$ cat config.mk
export PLATFORM = sky130hd
export DESIGN_NAME = i2cMasterTop
export DESIGN_NICKNAME = d
export VERILOG_FILES = /design/src/hw/i2cPkg.sv /design/src/hw/i2cMasterTop.sv /design/src/hw/i2cTransactionSeq.sv /design/src/hw/i2cByteEngine.sv /design/src/hw/i2cBitEngine.sv
export VERILOG_INCLUDE_DIRS = /design/src /design/src/hw
export SDC_FILE = /design/constraint.sdc
export NUM_CORES = 1
export LEC_CHECK = 0
export BUFFER_PORTS_ARGS = -buffer_cell sky130_fd_sc_hd__buf_2
export CAP_MARGIN = 25
export CORE_MARGIN = 2
export CORE_UTILIZATION = 60
export DETAILED_ROUTE_END_ITERATION = 8
export GPL_TIMING_DRIVEN = 0
export PLACE_DENSITY = 0.94
export SLEW_MARGIN = 5
export SYNTH_ARGS = -nofsm -noshare
export SYNTH_HDL_FRONTEND = slang
export SYNTH_HIERARCHICAL = 1
export SYNTH_SLANG_ARGS = --single-unit
$ cat constraint.sdc
create_clock -name FSM_Clk -period 3.1 [get_ports FSM_Clk]
set_input_delay 0.465 -clock FSM_Clk [delete_from_list [all_inputs] [get_ports FSM_Clk]]
set_output_delay 0.465 -clock FSM_Clk [all_outputs]
set_load 0.005 [all_outputs]
$ cat src/hw/i2c_defs.svh
`ifndef I2C_DEFS_SVH
`define I2C_DEFS_SVH

// **************************************************
// Bus timing
// FSM_Clk cycles per bit, start or stop
`define I2C_BIT_PHASES 4

// **************************************************
// Field widths
`define I2C_ADDR_W 7
`define I2C_DATA_W 8

// Largest read burst in bytes
`define I2C_MAX_BURST 4

`endif
$ cat src/hw/i2cPkg.sv
`include "i2c_defs.svh"

package i2cPkg;

    // Transaction direction
    typedef enum logic {
        OpWrite,
        OpRead
    } i2cOpE;

    // Single bus operation of the bit engine
    typedef enum logic [1:0] {
        BitStart,
        BitStop,
        BitWrite,
        BitRead
    } i2cBitOpE;

    // Read burst length, 1 to I2C_MAX_BURST
    typedef logic [$clog2(`I2C_MAX_BURST + 1)-1:0] i2cCountT;

    // **************************************************
    // Host command
    typedef struct packed {
        i2cOpE                  op;
        logic [`I2C_ADDR_W-1:0] slaveAddr;
        logic [`I2C_ADDR_W-1:0] subAddr;
        logic [`I2C_DATA_W-1:0] writeData;
        i2cCountT               byteCount;
    } i2cCmdT;

    // **************************************************
    // Response, first byte read in the low lane
    typedef struct packed {
        logic [`I2C_MAX_BURST*`I2C_DATA_W-1:0] readData;
        logic                                  ackError;
    } i2cRspT;

endpackage

$ cat src/hw/i2cMasterTop.sv
`timescale 1ns/1ps
`include "i2c_defs.svh"

module i2cMasterTop import i2cPkg::*; (
    input  logic   FSM_Clk,
    input  logic   rstN,
    input  logic   cmdValid,
    input  i2cCmdT cmd,
    output logic   cmdReady,
    output logic   rspValid,
    output i2cRspT rsp,
    output logic   scl,
    output logic   sdaLow,
    input  logic   sdaIn
);

    // **************************************************
    // Sequencer to byte engine
    logic                   byteStart;
    i2cBitOpE               byteOp;
    logic [`I2C_DATA_W-1:0] txByte;
    logic                   masterAck;
    logic                   byteDone;
    logic [`I2C_DATA_W-1:0] rxByte;
    logic                   slaveAck;

    i2cTransactionSeq seq (
        .FSM_Clk   (FSM_Clk),
        .rstN      (rstN),
        .cmdValid  (cmdValid),
        .cmd       (cmd),
        .cmdReady  (cmdReady),
        .rspValid  (rspValid),
        .rsp       (rsp),
        .byteStart (byteStart),
        .byteOp    (byteOp),
        .txByte    (txByte),
        .masterAck (masterAck),
        .byteDone  (byteDone),
        .rxByte    (rxByte),
        .slaveAck  (slaveAck)
    );

    i2cByteEngine byteEngine (
        .FSM_Clk   (FSM_Clk),
        .rstN      (rstN),
        .byteStart (byteStart),
        .byteOp    (byteOp),
        .txByte    (txByte),
        .masterAck (masterAck),
        .sdaIn     (sdaIn),
        .byteDone  (byteDone),
        .rxByte    (rxByte),
        .slaveAck  (slaveAck),
        .scl       (scl),
        .sdaLow    (sdaLow)
    );

endmodule

$ cat src/hw/i2cTransactionSeq.sv
`timescale 1ns/1ps
`include "i2c_defs.svh"

module i2cTransactionSeq import i2cPkg::*; (
    input  logic                   FSM_Clk,
    input  logic                   rstN,
    input  logic                   cmdValid,
    input  i2cCmdT                 cmd,
    output logic                   cmdReady,
    output logic                   rspValid,
    output i2cRspT                 rsp,
    output logic                   byteStart,
    output i2cBitOpE               byteOp,
    output logic [`I2C_DATA_W-1:0] txByte,
    output logic                   masterAck,
    input  logic                   byteDone,
    input  logic [`I2C_DATA_W-1:0] rxByte,
    input  logic                   slaveAck
);

    localparam int LaneW = $clog2(`I2C_MAX_BURST);

    typedef enum logic [3:0] {
        Idle,
        Start,
        SlaveAddrW,
        SubAddr,
        WriteData,
        Restart,
        SlaveAddrR,
        ReadData,
        Stop,
        Respond
    } seqStateE;

    seqStateE         state;
    i2cCmdT           cmdQ;
    logic             issued;
    i2cCountT         remaining;
    logic [LaneW-1:0] lane;

    logic             accept;
    logic             isTxState;
    logic             nack;
    logic             lastRead;

    assign cmdReady  = (state == Idle);
    assign rspValid  = (state == Respond);
    assign accept    = cmdValid && cmdReady;
    assign isTxState = state inside {SlaveAddrW, SubAddr, WriteData, SlaveAddrR};
    assign nack      = byteDone && isTxState && !slaveAck;
    assign lastRead  = (remaining <= i2cCountT'(1));

    // **************************************************
    // Byte engine request per state
    always_comb begin
        byteOp    = BitWrite;
        txByte    = '0;
        masterAck = 1'b0;
        case (state)
            Start, Restart: byteOp = BitStart;
            Stop:           byteOp = BitStop;
            SlaveAddrW:     txByte = {cmdQ.slaveAddr, 1'b0};
            // Bit 7 asks the slave to auto-increment
            SubAddr:        txByte = {(cmdQ.op == OpRead) && (cmdQ.byteCount > 1), cmdQ.subAddr};
            WriteData:      txByte = cmdQ.writeData;
            SlaveAddrR:     txByte = {cmdQ.slaveAddr, 1'b1};
            ReadData: begin
                byteOp    = BitRead;
                masterAck = !lastRead;
            end
            default: ;
        endcase
    end

    // **************************************************
    // Transaction FSM
    always_ff @(posedge FSM_Clk or negedge rstN) begin
        if (!rstN) begin
            state     <= Idle;
            issued    <= 1'b0;
            byteStart <= 1'b0;
            remaining <= '0;
            lane      <= '0;
        end else begin
            byteStart <= 1'b0;
            // One request per byte state entry
            if (state != Idle && state != Respond && !issued) begin
                byteStart <= 1'b1;
                issued    <= 1'b1;
            end
            if (byteDone) begin
                issued <= 1'b0;
            end
            case (state)
                Idle: begin
                    if (accept) begin
                        state     <= Start;
                        remaining <= cmd.byteCount;
                        lane      <= '0;
                    end
                end
                Start: begin
                    if (byteDone) state <= SlaveAddrW;
                end
                SlaveAddrW: begin
                    if (byteDone) begin
                        if (slaveAck) state <= SubAddr;
                        else state <= Stop;
                    end
                end
                SubAddr: begin
                    if (byteDone) begin
                        if (!slaveAck) state <= Stop;
                        else if (cmdQ.op == OpWrite) state <= WriteData;
                        else state <= Restart;
                    end
                end
                WriteData: begin
                    if (byteDone) state <= Stop;
                end
                Restart: begin
                    if (byteDone) state <= SlaveAddrR;
                end
                SlaveAddrR: begin
                    if (byteDone) begin
                        if (slaveAck) state <= ReadData;
                        else state <= Stop;
                    end
                end
                ReadData: begin
                    if (byteDone) begin
                        remaining <= remaining - 1'b1;
                        lane      <= lane + 1'b1;
                        if (lastRead) state <= Stop;
                    end
                end
                Stop: begin
                    if (byteDone) state <= Respond;
                end
                default: state <= Idle;
            endcase
        end
    end

    // Command latch and response assembly
    always_ff @(posedge FSM_Clk) begin
        if (accept) begin
            cmdQ <= cmd;
            rsp  <= '0;
        end
        if (nack) begin
            rsp.ackError <= 1'b1;
        end
        if (state == ReadData && byteDone) begin
            rsp.readData[lane*`I2C_DATA_W +: `I2C_DATA_W] <= rxByte;
        end
    end

endmodule

$ cat src/hw/i2cByteEngine.sv
`timescale 1ns/1ps
`include "i2c_defs.svh"

module i2cByteEngine import i2cPkg::*; (
    input  logic                   FSM_Clk,
    input  logic                   rstN,
    input  logic                   byteStart,
    input  i2cBitOpE               byteOp,
    input  logic [`I2C_DATA_W-1:0] txByte,
    input  logic                   masterAck,
    input  logic                   sdaIn,
    output logic                   byteDone,
    output logic [`I2C_DATA_W-1:0] rxByte,
    output logic                   slaveAck,
    output logic                   scl,
    output logic                   sdaLow
);

    localparam int CntW = $clog2(`I2C_DATA_W + 1);
    localparam logic [CntW-1:0] LastData = CntW'(`I2C_DATA_W - 1);
    localparam logic [CntW-1:0] AckSlot = CntW'(`I2C_DATA_W);

    logic                   bitStart;
    i2cBitOpE               bitOp;
    logic                   txBit;
    logic                   bitDone;
    logic                   rxBit;

    logic                   active;
    logic                   framing;
    logic                   isRead;
    logic                   ackLow;
    logic [CntW-1:0]        bitCnt;
    logic [`I2C_DATA_W-1:0] shiftReg;
    logic                   accept;
    logic                   stepDone;

    assign accept   = byteStart && !active;
    assign stepDone = active && bitDone;

    i2cBitEngine bitEngine (
        .FSM_Clk  (FSM_Clk),
        .rstN     (rstN),
        .bitStart (bitStart),
        .bitOp    (bitOp),
        .txBit    (txBit),
        .sdaIn    (sdaIn),
        .bitDone  (bitDone),
        .rxBit    (rxBit),
        .scl      (scl),
        .sdaLow   (sdaLow)
    );

    // **************************************************
    // Bit sequencing, MSB first then the acknowledge slot
    always_ff @(posedge FSM_Clk or negedge rstN) begin
        if (!rstN) begin
            active   <= 1'b0;
            framing  <= 1'b0;
            bitCnt   <= '0;
            bitStart <= 1'b0;
            bitOp    <= BitStop;
            txBit    <= 1'b1;
            byteDone <= 1'b0;
        end else begin
            bitStart <= 1'b0;
            byteDone <= 1'b0;
            if (accept) begin
                active   <= 1'b1;
                framing  <= (byteOp == BitStart) || (byteOp == BitStop);
                bitCnt   <= '0;
                bitStart <= 1'b1;
                bitOp    <= byteOp;
                txBit    <= txByte[`I2C_DATA_W-1];
            end else if (stepDone) begin
                if (framing || bitCnt == AckSlot) begin
                    active   <= 1'b0;
                    byteDone <= 1'b1;
                end else begin
                    bitCnt   <= bitCnt + 1'b1;
                    bitStart <= 1'b1;
                    if (bitCnt == LastData) begin
                        // Ack direction is opposite to the data
                        if (isRead) begin
                            bitOp <= BitWrite;
                        end else begin
                            bitOp <= BitRead;
                        end
                        txBit <= !ackLow;
                    end else begin
                        txBit <= shiftReg[`I2C_DATA_W-2];
                    end
                end
            end
        end
    end

    // Shift register doubles as tx source and rx sink
    always_ff @(posedge FSM_Clk) begin
        if (accept) begin
            shiftReg <= txByte;
            isRead   <= (byteOp == BitRead);
            ackLow   <= masterAck;
        end else if (stepDone && !framing) begin
            if (bitCnt < AckSlot) begin
                shiftReg <= {shiftReg[`I2C_DATA_W-2:0], rxBit};
            end else begin
                slaveAck <= !rxBit;
            end
        end
    end

    assign rxByte = shiftReg;

endmodule

$ cat src/hw/i2cBitEngine.sv
`timescale 1ns/1ps
`include "i2c_defs.svh"

module i2cBitEngine import i2cPkg::*; (
    input  logic     FSM_Clk,
    input  logic     rstN,
    input  logic     bitStart,
    input  i2cBitOpE bitOp,
    input  logic     txBit,
    input  logic     sdaIn,
    output logic     bitDone,
    output logic     rxBit,
    output logic     scl,
    output logic     sdaLow
);

    localparam int PhaseW = $clog2(`I2C_BIT_PHASES);
    localparam logic [PhaseW-1:0] SamplePhase = PhaseW'(2);
    localparam logic [PhaseW-1:0] LastPhase = PhaseW'(`I2C_BIT_PHASES - 1);

    // Zero means idle, otherwise the next step to drive
    logic [PhaseW-1:0] phase;
    i2cBitOpE          opQ;
    logic              txQ;

    // **************************************************
    // Bus levels per step, {scl, sdaLow}
    function automatic logic [1:0] busLevels(
        input i2cBitOpE          op,
        input logic [PhaseW-1:0] step,
        input logic              bitVal
    );
        logic sclLvl;
        logic lowLvl;
        sclLvl = 1'b0;
        lowLvl = 1'b0;
        case (op)
            BitStart: begin
                case (int'(step))
                    0: begin sclLvl = 1'b0; lowLvl = 1'b0; end
                    1: begin sclLvl = 1'b1; lowLvl = 1'b0; end
                    2: begin sclLvl = 1'b1; lowLvl = 1'b1; end
                    default: begin sclLvl = 1'b0; lowLvl = 1'b1; end
                endcase
            end
            BitStop: begin
                case (int'(step))
                    0: begin sclLvl = 1'b0; lowLvl = 1'b1; end
                    1: begin sclLvl = 1'b1; lowLvl = 1'b1; end
                    default: begin sclLvl = 1'b1; lowLvl = 1'b0; end
                endcase
            end
            default: begin
                // Data bit, SCL pulses high in the middle two steps
                sclLvl = (int'(step) == 1) || (int'(step) == 2);
                lowLvl = (op == BitWrite) && !bitVal;
            end
        endcase
        return {sclLvl, lowLvl};
    endfunction

    always_ff @(posedge FSM_Clk or negedge rstN) begin
        if (!rstN) begin
            phase  <= '0;
            scl    <= 1'b1;
            sdaLow <= 1'b0;
        end else if (phase == '0) begin
            if (bitStart) begin
                {scl, sdaLow} <= busLevels(bitOp, '0, txBit);
                phase         <= PhaseW'(1);
            end
        end else begin
            {scl, sdaLow} <= busLevels(opQ, phase, txQ);
            phase         <= (phase == LastPhase) ? '0 : phase + 1'b1;
        end
    end

    // Op latch and SDA sample while SCL is high
    always_ff @(posedge FSM_Clk) begin
        if (phase == '0 && bitStart) begin
            opQ <= bitOp;
            txQ <= txBit;
        end
        if (phase == SamplePhase) begin
            rxBit <= sdaIn;
        end
    end

    assign bitDone = (phase == LastPhase);

endmodule

# --- After elaboration in Yosys (flattened, before gate mapping) ---
# Cells that the tools add are included.
op_classes:
  addsub: 5
  mul: 0
  div: 0
  magnitude_cmp: 3
  eq_ne: 35
  shifts: 2
  mux: 66
  bitwise: 2
  reduce_logical: 48
op_table:
  columns: ["cell", "n"]
  rows:
  - ["4-bit 2-to-1 mux", 16]
  - ["4-bit case mux with 9 select lines", 1]
  - ["5-bit negator with 34-bit output", 1]
  - ["8-bit by 34-bit variable shift with 32-bit output, first input constant", 1]
  - ["8-bit by 34-bit variable part select with 32-bit output", 1]
  - ["33-bit 2-to-1 mux", 1]
  - ["32-bit bitwise mux", 1]
  - ["32-bit 2-to-1 mux", 1]
  - ["8-bit case mux with 4 select lines", 1]
  - ["1-bit 2-to-1 mux", 25]
  - ["8-bit 2-to-1 mux", 3]
  - ["2-bit by 1-bit inequality test with 1-bit output, second input constant", 11]
  - ["4-bit by 3-bit equality test with 1-bit output, second input constant", 5]
  - ["2-bit 2-to-1 mux", 9]
  - ["2-bit equality test, second input constant", 7]
  - ["2-bit nonzero test", 7]
  - ["1-bit logical AND", 13]
  - ["4-bit equality test, second input constant", 3]
  - ["10-bit AND reduction", 1]
  - ["1-bit zero test", 9]
  - ["3-bit AND reduction", 3]
  - ["2-bit by 1-bit equality test with 1-bit output, second input constant", 4]
  - ["4-bit by 2-bit equality test with 1-bit output, second input constant", 2]
  - ["2-bit zero test", 4]
  - ["other kinds (20)", 31]
totals:
  register_bits: 100
  latch_bits: 0
  ramBits: 0
  mem_bits_ro: 0
  inputBits: 30
  output_inout_bits: 37
  mem_count: 0

# --- Logic depth before layout (Yosys ltp) ---
logic_depth:
  ltp_word: 5
  mapped_depth: 8
  depth_no_buf: 6

# --- Cells and area by module ---
# The synthesis kept the hierarchy.
by_module_without_submodules:
  columns: ["module", "n_inst", "cells_per_inst", "area_per_inst_um2", "seq_area_each_um2"]
  rows:
  - ["i2cTransactionSeq", 1, 297, 2992.9, 1686.6]
  - ["i2cByteEngine", 1, 92, 1003.5, 608.1]
  - ["i2cBitEngine", 1, 34, 404.1, 221.5]

# --- Worst setup path after synthesis ---
# OpenSTA, ideal clock, no wires.
synth_timing:
  path_kind: "flip-flop to flip-flop"
  start: "register seq.state[3]"
  end: "register seq/cmdQ[10] (netlist name) (enable)"
  setup_time_ns: 0.380
  arrival_time_ns: 1.758
  required_time_ns: 2.720
  slack_ns: 0.962
  path_stages_with_launch: 6
  path_buffers: 2
  period_less_slack_ns: 2.138
  cell_sequence: "dfrtp_1 > buf_2 > nor4_2 > nand2_1 > buf_2 > inv_1"
synth_via:
  elab_chain_cells: 2
synth_lines:
  columns: ["item", "line", "text"]
  rows:
  - ["start: declaration", "i2cTransactionSeq.sv:36", "seqStateE state;"]
  - ["start signal: assignment", "i2cTransactionSeq.sv:80", "state <= Idle;"]
  - ["start signal: assignment", "i2cTransactionSeq.sv:98", "state <= Start;"]
  - ["start signal: assignment", "i2cTransactionSeq.sv:104", "if (byteDone) state <= SlaveAddrW;"]
  - ["4-bit zero test", "i2cTransactionSeq.sv:47", "assign cmdReady = (state == Idle);"]
  - ["net cmdReady", "i2cMasterTop.sv:9", "output logic cmdReady,"]
  - ["1-bit logical AND", "i2cTransactionSeq.sv:49", "assign accept = cmdValid && cmdReady;"]
  - ["net seq.accept", "i2cTransactionSeq.sv:42", "logic accept;"]
  - ["end signal: assignment", "i2cTransactionSeq.sv:149", "cmdQ <= cmd;"]
  - ["end: declaration", "i2cTransactionSeq.sv:37", "i2cCmdT cmdQ;"]
# The timed path passes the listed nets, and every way through them passes these cells.
# A chain may end at the register's enable or synchronous reset.

# --- Worst setup path in the final report ---
layout_timing:
  start: "register seq.state[3]"
  end: "register seq/cmdQ[25] (netlist name) (enable)"
layout_via:
  elab_chain_cells: 2
layout_lines:
  columns: ["item", "line"]
  rows:
  - ["4-bit zero test", "i2cTransactionSeq.sv:47"]
  - ["1-bit logical AND", "i2cTransactionSeq.sv:49"]
  - ["net seq.accept", "i2cTransactionSeq.sv:42"]
# The timed path passes the listed nets, and every way through them passes these cells.

==> flow_summary.json <==
{
  "crit_family": "buffers and inverters",
  "critPathKind": "reg -> reg",
  "cts.htree.levels": 3,
  "firstDrtPassIters": 5,
  "clk_latency_ns": 0.37,
  "area_of_the_die_sq_um": 8035,
  "run_status": "finished, final reports clean",
  "clock_tree.root_cell": "sky130_fd_sc_hd__clkbuf_8",
  "power_after_layout_mw": 3.739,
  "core_region_area_sq_um": 7176,
  "max_cap_viol_count": 0,
  "cts_post_setup_buffers_inserted": 0,
  "antenna_found_initial": 0,
  "report.final.hold_viol_count": 0,
  "finClkSkew_ns": 0.01225,
  "fp.dieH_um": 89.64,
  "yosysWarningCount": 6,
  "critPathMostFrequentCell": "sky130_fd_sc_hd__buf_2",
  "insertedDiodeCount": 0,
  "synth_top_area_share_pct": 27.30,
  "syn_inst": 423,
  "flow.area_growth_from_synthesis_pct": 14.64,
  "global_route.usage.total_pct": 23.33,
  "crit_chain": "buf_2 -> nor4_2 -> nand2_1 -> buf_2 -> inv_1",
  "detail_route.iter0.violations": 257,
  "cts_repair_resize_count": 0,
  "cp.buffers_inverters": 3,
  "synth-main-ff-cell": "sky130_fd_sc_hd__edfxtp_1",
  "report.final.setup_viol": 0,
  "power_leakage_nw": 2.211,
  "path_clk_slew_ns": 0.10,
  "avgViaCountPerCell": 5.545,
  "clock_sink_count": 99,
  "ys_async_sr_fraction_pct": 26.26,
  "post-route-drc-count": 0,
  "floorplan.initialDensity_pct": 61.33,
  "slew_headroom_pct": 38.66,
  "number_of_nets_still_failing_antenna_checks_after_routing": 0,
  "yosysSeqAreaShare_pct": 57.18,
  "critPathLaunchType": "flop",
  "routed-via-count": 3355,
  "finalWeightedCongestion": 0.8571,
  "whs_ns": 0.09622,
  "syn-cell-area_sq_um": 4400,
  "timing.final.max_slew_violations": 0,
  "cp_max_fo": 25,
  "floorplan.io_pins": 67,
  "syn_nets": 467,
  "finalCritPeriodShare_pct": 83.32,
  "worstMarginPinSlew_ns": 0.9181,
  "ir_worst_vdd_mv": 0.5282,
  "finalNetCount": 545,
  "most_common_cell_in_the_netlist": "sky130_fd_sc_hd__nand2_1",
  "timing.critical_path.required_ns": 3.09,
  "synth.ff_latch_count": 99,
  "grt_pass1_wl_um": 13890,
  "clock_tree_from_tritoncts": "built",
  "cp_max_stage_delay_ns": 0.62,
  "die_width_um": 89.64,
  "cellPowerDensity_nw_per_um2": 741.1,
  "timing.critical_path.to_type": "flop",
  "post-synth-top-area-cell": "sky130_fd_sc_hd__edfxtp_1",
  "finalWorstPathRequiredPeriod_ns": 2.583,
  "critical_path_s_slowest_cell": "sky130_fd_sc_hd__inv_1",
  "edff_count_synth": 40,
  "dp_hpwl_um": 6437,
  "place.port_buffers": 66,
  "final_total_negative_setup_slack_ns": 0,
  "vias_in_the_first_global_route": 2973,
  "totalWireLength_um": 8921,
  "fillerInstances": 516,
  "drive_gt1_share_pct": 23.12,
  "largest_net_degree_at_the_start_of_global_routing": 27,
  "gr_ovfl_total": 0,
  "rsz0062_at_grt": "no",
  "total_number_of_placement_rows": 31,
  "clock_tree.buffer_depth": 2,
  "pre_cts_slack_ns": 0.5944,
  "postLayoutSetupSlackWorst_ns": 0.5171,
  "hold_path_class": "in -> async",
  "synth.avg_cell_area_sq_um": 10.40,
  "synthTopCellsByArea": "sky130_fd_sc_hd__edfxtp_1 (27%), sky130_fd_sc_hd__dfxtp_1 (15%), sky130_fd_sc_hd__dfrtp_1 (13%)",
  "routed_wire_length_per_instance_um": 14.75,
  "cts-buffers-inserted": 9,
  "fmax_ghz": 0.3872,
  "post_synth_num_cell_types": 57,
  "netlist_top_cells_count": "sky130_fd_sc_hd__nand2_1 (70), sky130_fd_sc_hd__nand3_1 (42), sky130_fd_sc_hd__edfxtp_1 (40)",
  "cts_hold_bufs": 0,
  "worst-endpoint-arrival_ns": 2.57
}
## layer usage
layer	share of wire (%)	vias up	routed length [um]	global-route usage, %
met5	0	-	0	0
met1	42	1581	3787	29.71
li1	-	1643	-	-
met4	2.4	0	216	9.634
met3	5.8	17	516	5.850
met2	49	114	4399	38.30
## worst paths after layout
kind                                     startpoint                        endpoint  slack, ns  cells past startpoint
max                        seq/state[3]$_DFFE_PN0P_          seq/cmdQ[25]$_DFFE_PP_       0.52                      5
min                                            rstN  byteEngine/framing$_DFFE_PN0P_        0.1                      1
max reg2reg                seq/state[3]$_DFFE_PN0P_          seq/cmdQ[25]$_DFFE_PP_       0.52                      5
min reg2reg                  seq/issued$_DFFE_PN0P_         seq/byteStart$_DFF_PN0_       0.43                      1
max in group asynchronous                      rstN        seq/state[0]$_DFFE_PN0P_       2.60                      1
min in group FSM_Clk                        cmd[20]          seq/cmdQ[20]$_DFFE_PP_       0.27                      1
## cell type report
type                            count  area, sq um  area share (%)
Buffer                             20        107.6           2.133
Clock buffer                       11        141.4           2.803
Clock inverter                      5        43.79          0.8681
Inverter                           25        93.84           1.860
Multi-Input combinational cell    279         1683           33.36
Sequential cell                    99         2516           49.88
Tap cell                           99        123.9           2.455
Timing Repair Buffer               67        335.3           6.647
## through the flow
step                      area [sq um]  std cells  utilization, %
after floorplan                   4400        423               -
after global placement            4855        588           67.65
after detailed placement          4855        588           67.65
after CTS                         5040        604           70.24
after global routing              5045        605           70.31
final                             5045        605           70.31
## cell usage in the layout (no fill, tap or decap), types with 3 or more instances in the layout
cell type	Yosys	routed
sky130_fd_sc_hd__mux2_2	3	3
sky130_fd_sc_hd__o21ai_0	39	39
sky130_fd_sc_hd__and3b_1	4	4
sky130_fd_sc_hd__and2_1	3	3
sky130_fd_sc_hd__nand2b_1	6	6
sky130_fd_sc_hd__nor3_1	3	3
sky130_fd_sc_hd__buf_2	8	75
sky130_fd_sc_hd__ha_1	14	14
sky130_fd_sc_hd__a222oi_1	6	6
sky130_fd_sc_hd__nand3_1	42	42
sky130_fd_sc_hd__nand3b_1	3	3
sky130_fd_sc_hd__dfxtp_1	33	33
sky130_fd_sc_hd__nor2_1	17	17
sky130_fd_sc_hd__edfxtp_1	40	40
sky130_fd_sc_hd__clkbuf_1	7	8
sky130_fd_sc_hd__clkbuf_8	0	10
sky130_fd_sc_hd__mux2i_1	4	4
sky130_fd_sc_hd__inv_6	0	3
sky130_fd_sc_hd__inv_1	25	25
sky130_fd_sc_hd__buf_4	4	4
sky130_fd_sc_hd__a21oi_1	12	12
sky130_fd_sc_hd__dfstp_2	3	3
sky130_fd_sc_hd__dfrtp_1	23	23
sky130_fd_sc_hd__o21ai_1	4	4
sky130_fd_sc_hd__nand2_1	70	70
sky130_fd_sc_hd__nor3b_1	7	7
## kinds of logic (layout without fill, tap and decap cells)
kind of cell	after synthesis	after routing	synth area share, %
flops	99	99	57.18
mux	8	8	2.019
compound gates	83	83	11.97
simple gates	170	170	19.48
buf+inv	45	128	4.578
xor+xnor	4	4	0.7963
fa+ha+maj	14	14	3.981
## where the power goes
| part | internal [mW] | leakage, nW | switching, mW |
|---|---|---|---|
| logic | 0.465 | 1.16 | 0.659 |
| registers | 1.67 | 0.956 | 0.173 |
| clock network | 0.326 | 0.0949 | 0.452 |
## registers in the layout, summed over array words and instances, names as in the netlist, 2 cells and up
name,count
byteEngine/bitEngine/phase,2
seq/remaining,3
seq/lane,2
seq/state,4
seq/cmdQ,25
byteEngine/rxByte,8
byteEngine/bitOp,2
byteEngine/bitCnt,4
byteEngine/bitEngine/opQ,2
seq/rsp,33
No activity file was read; power rests on OpenSTA's default activity.
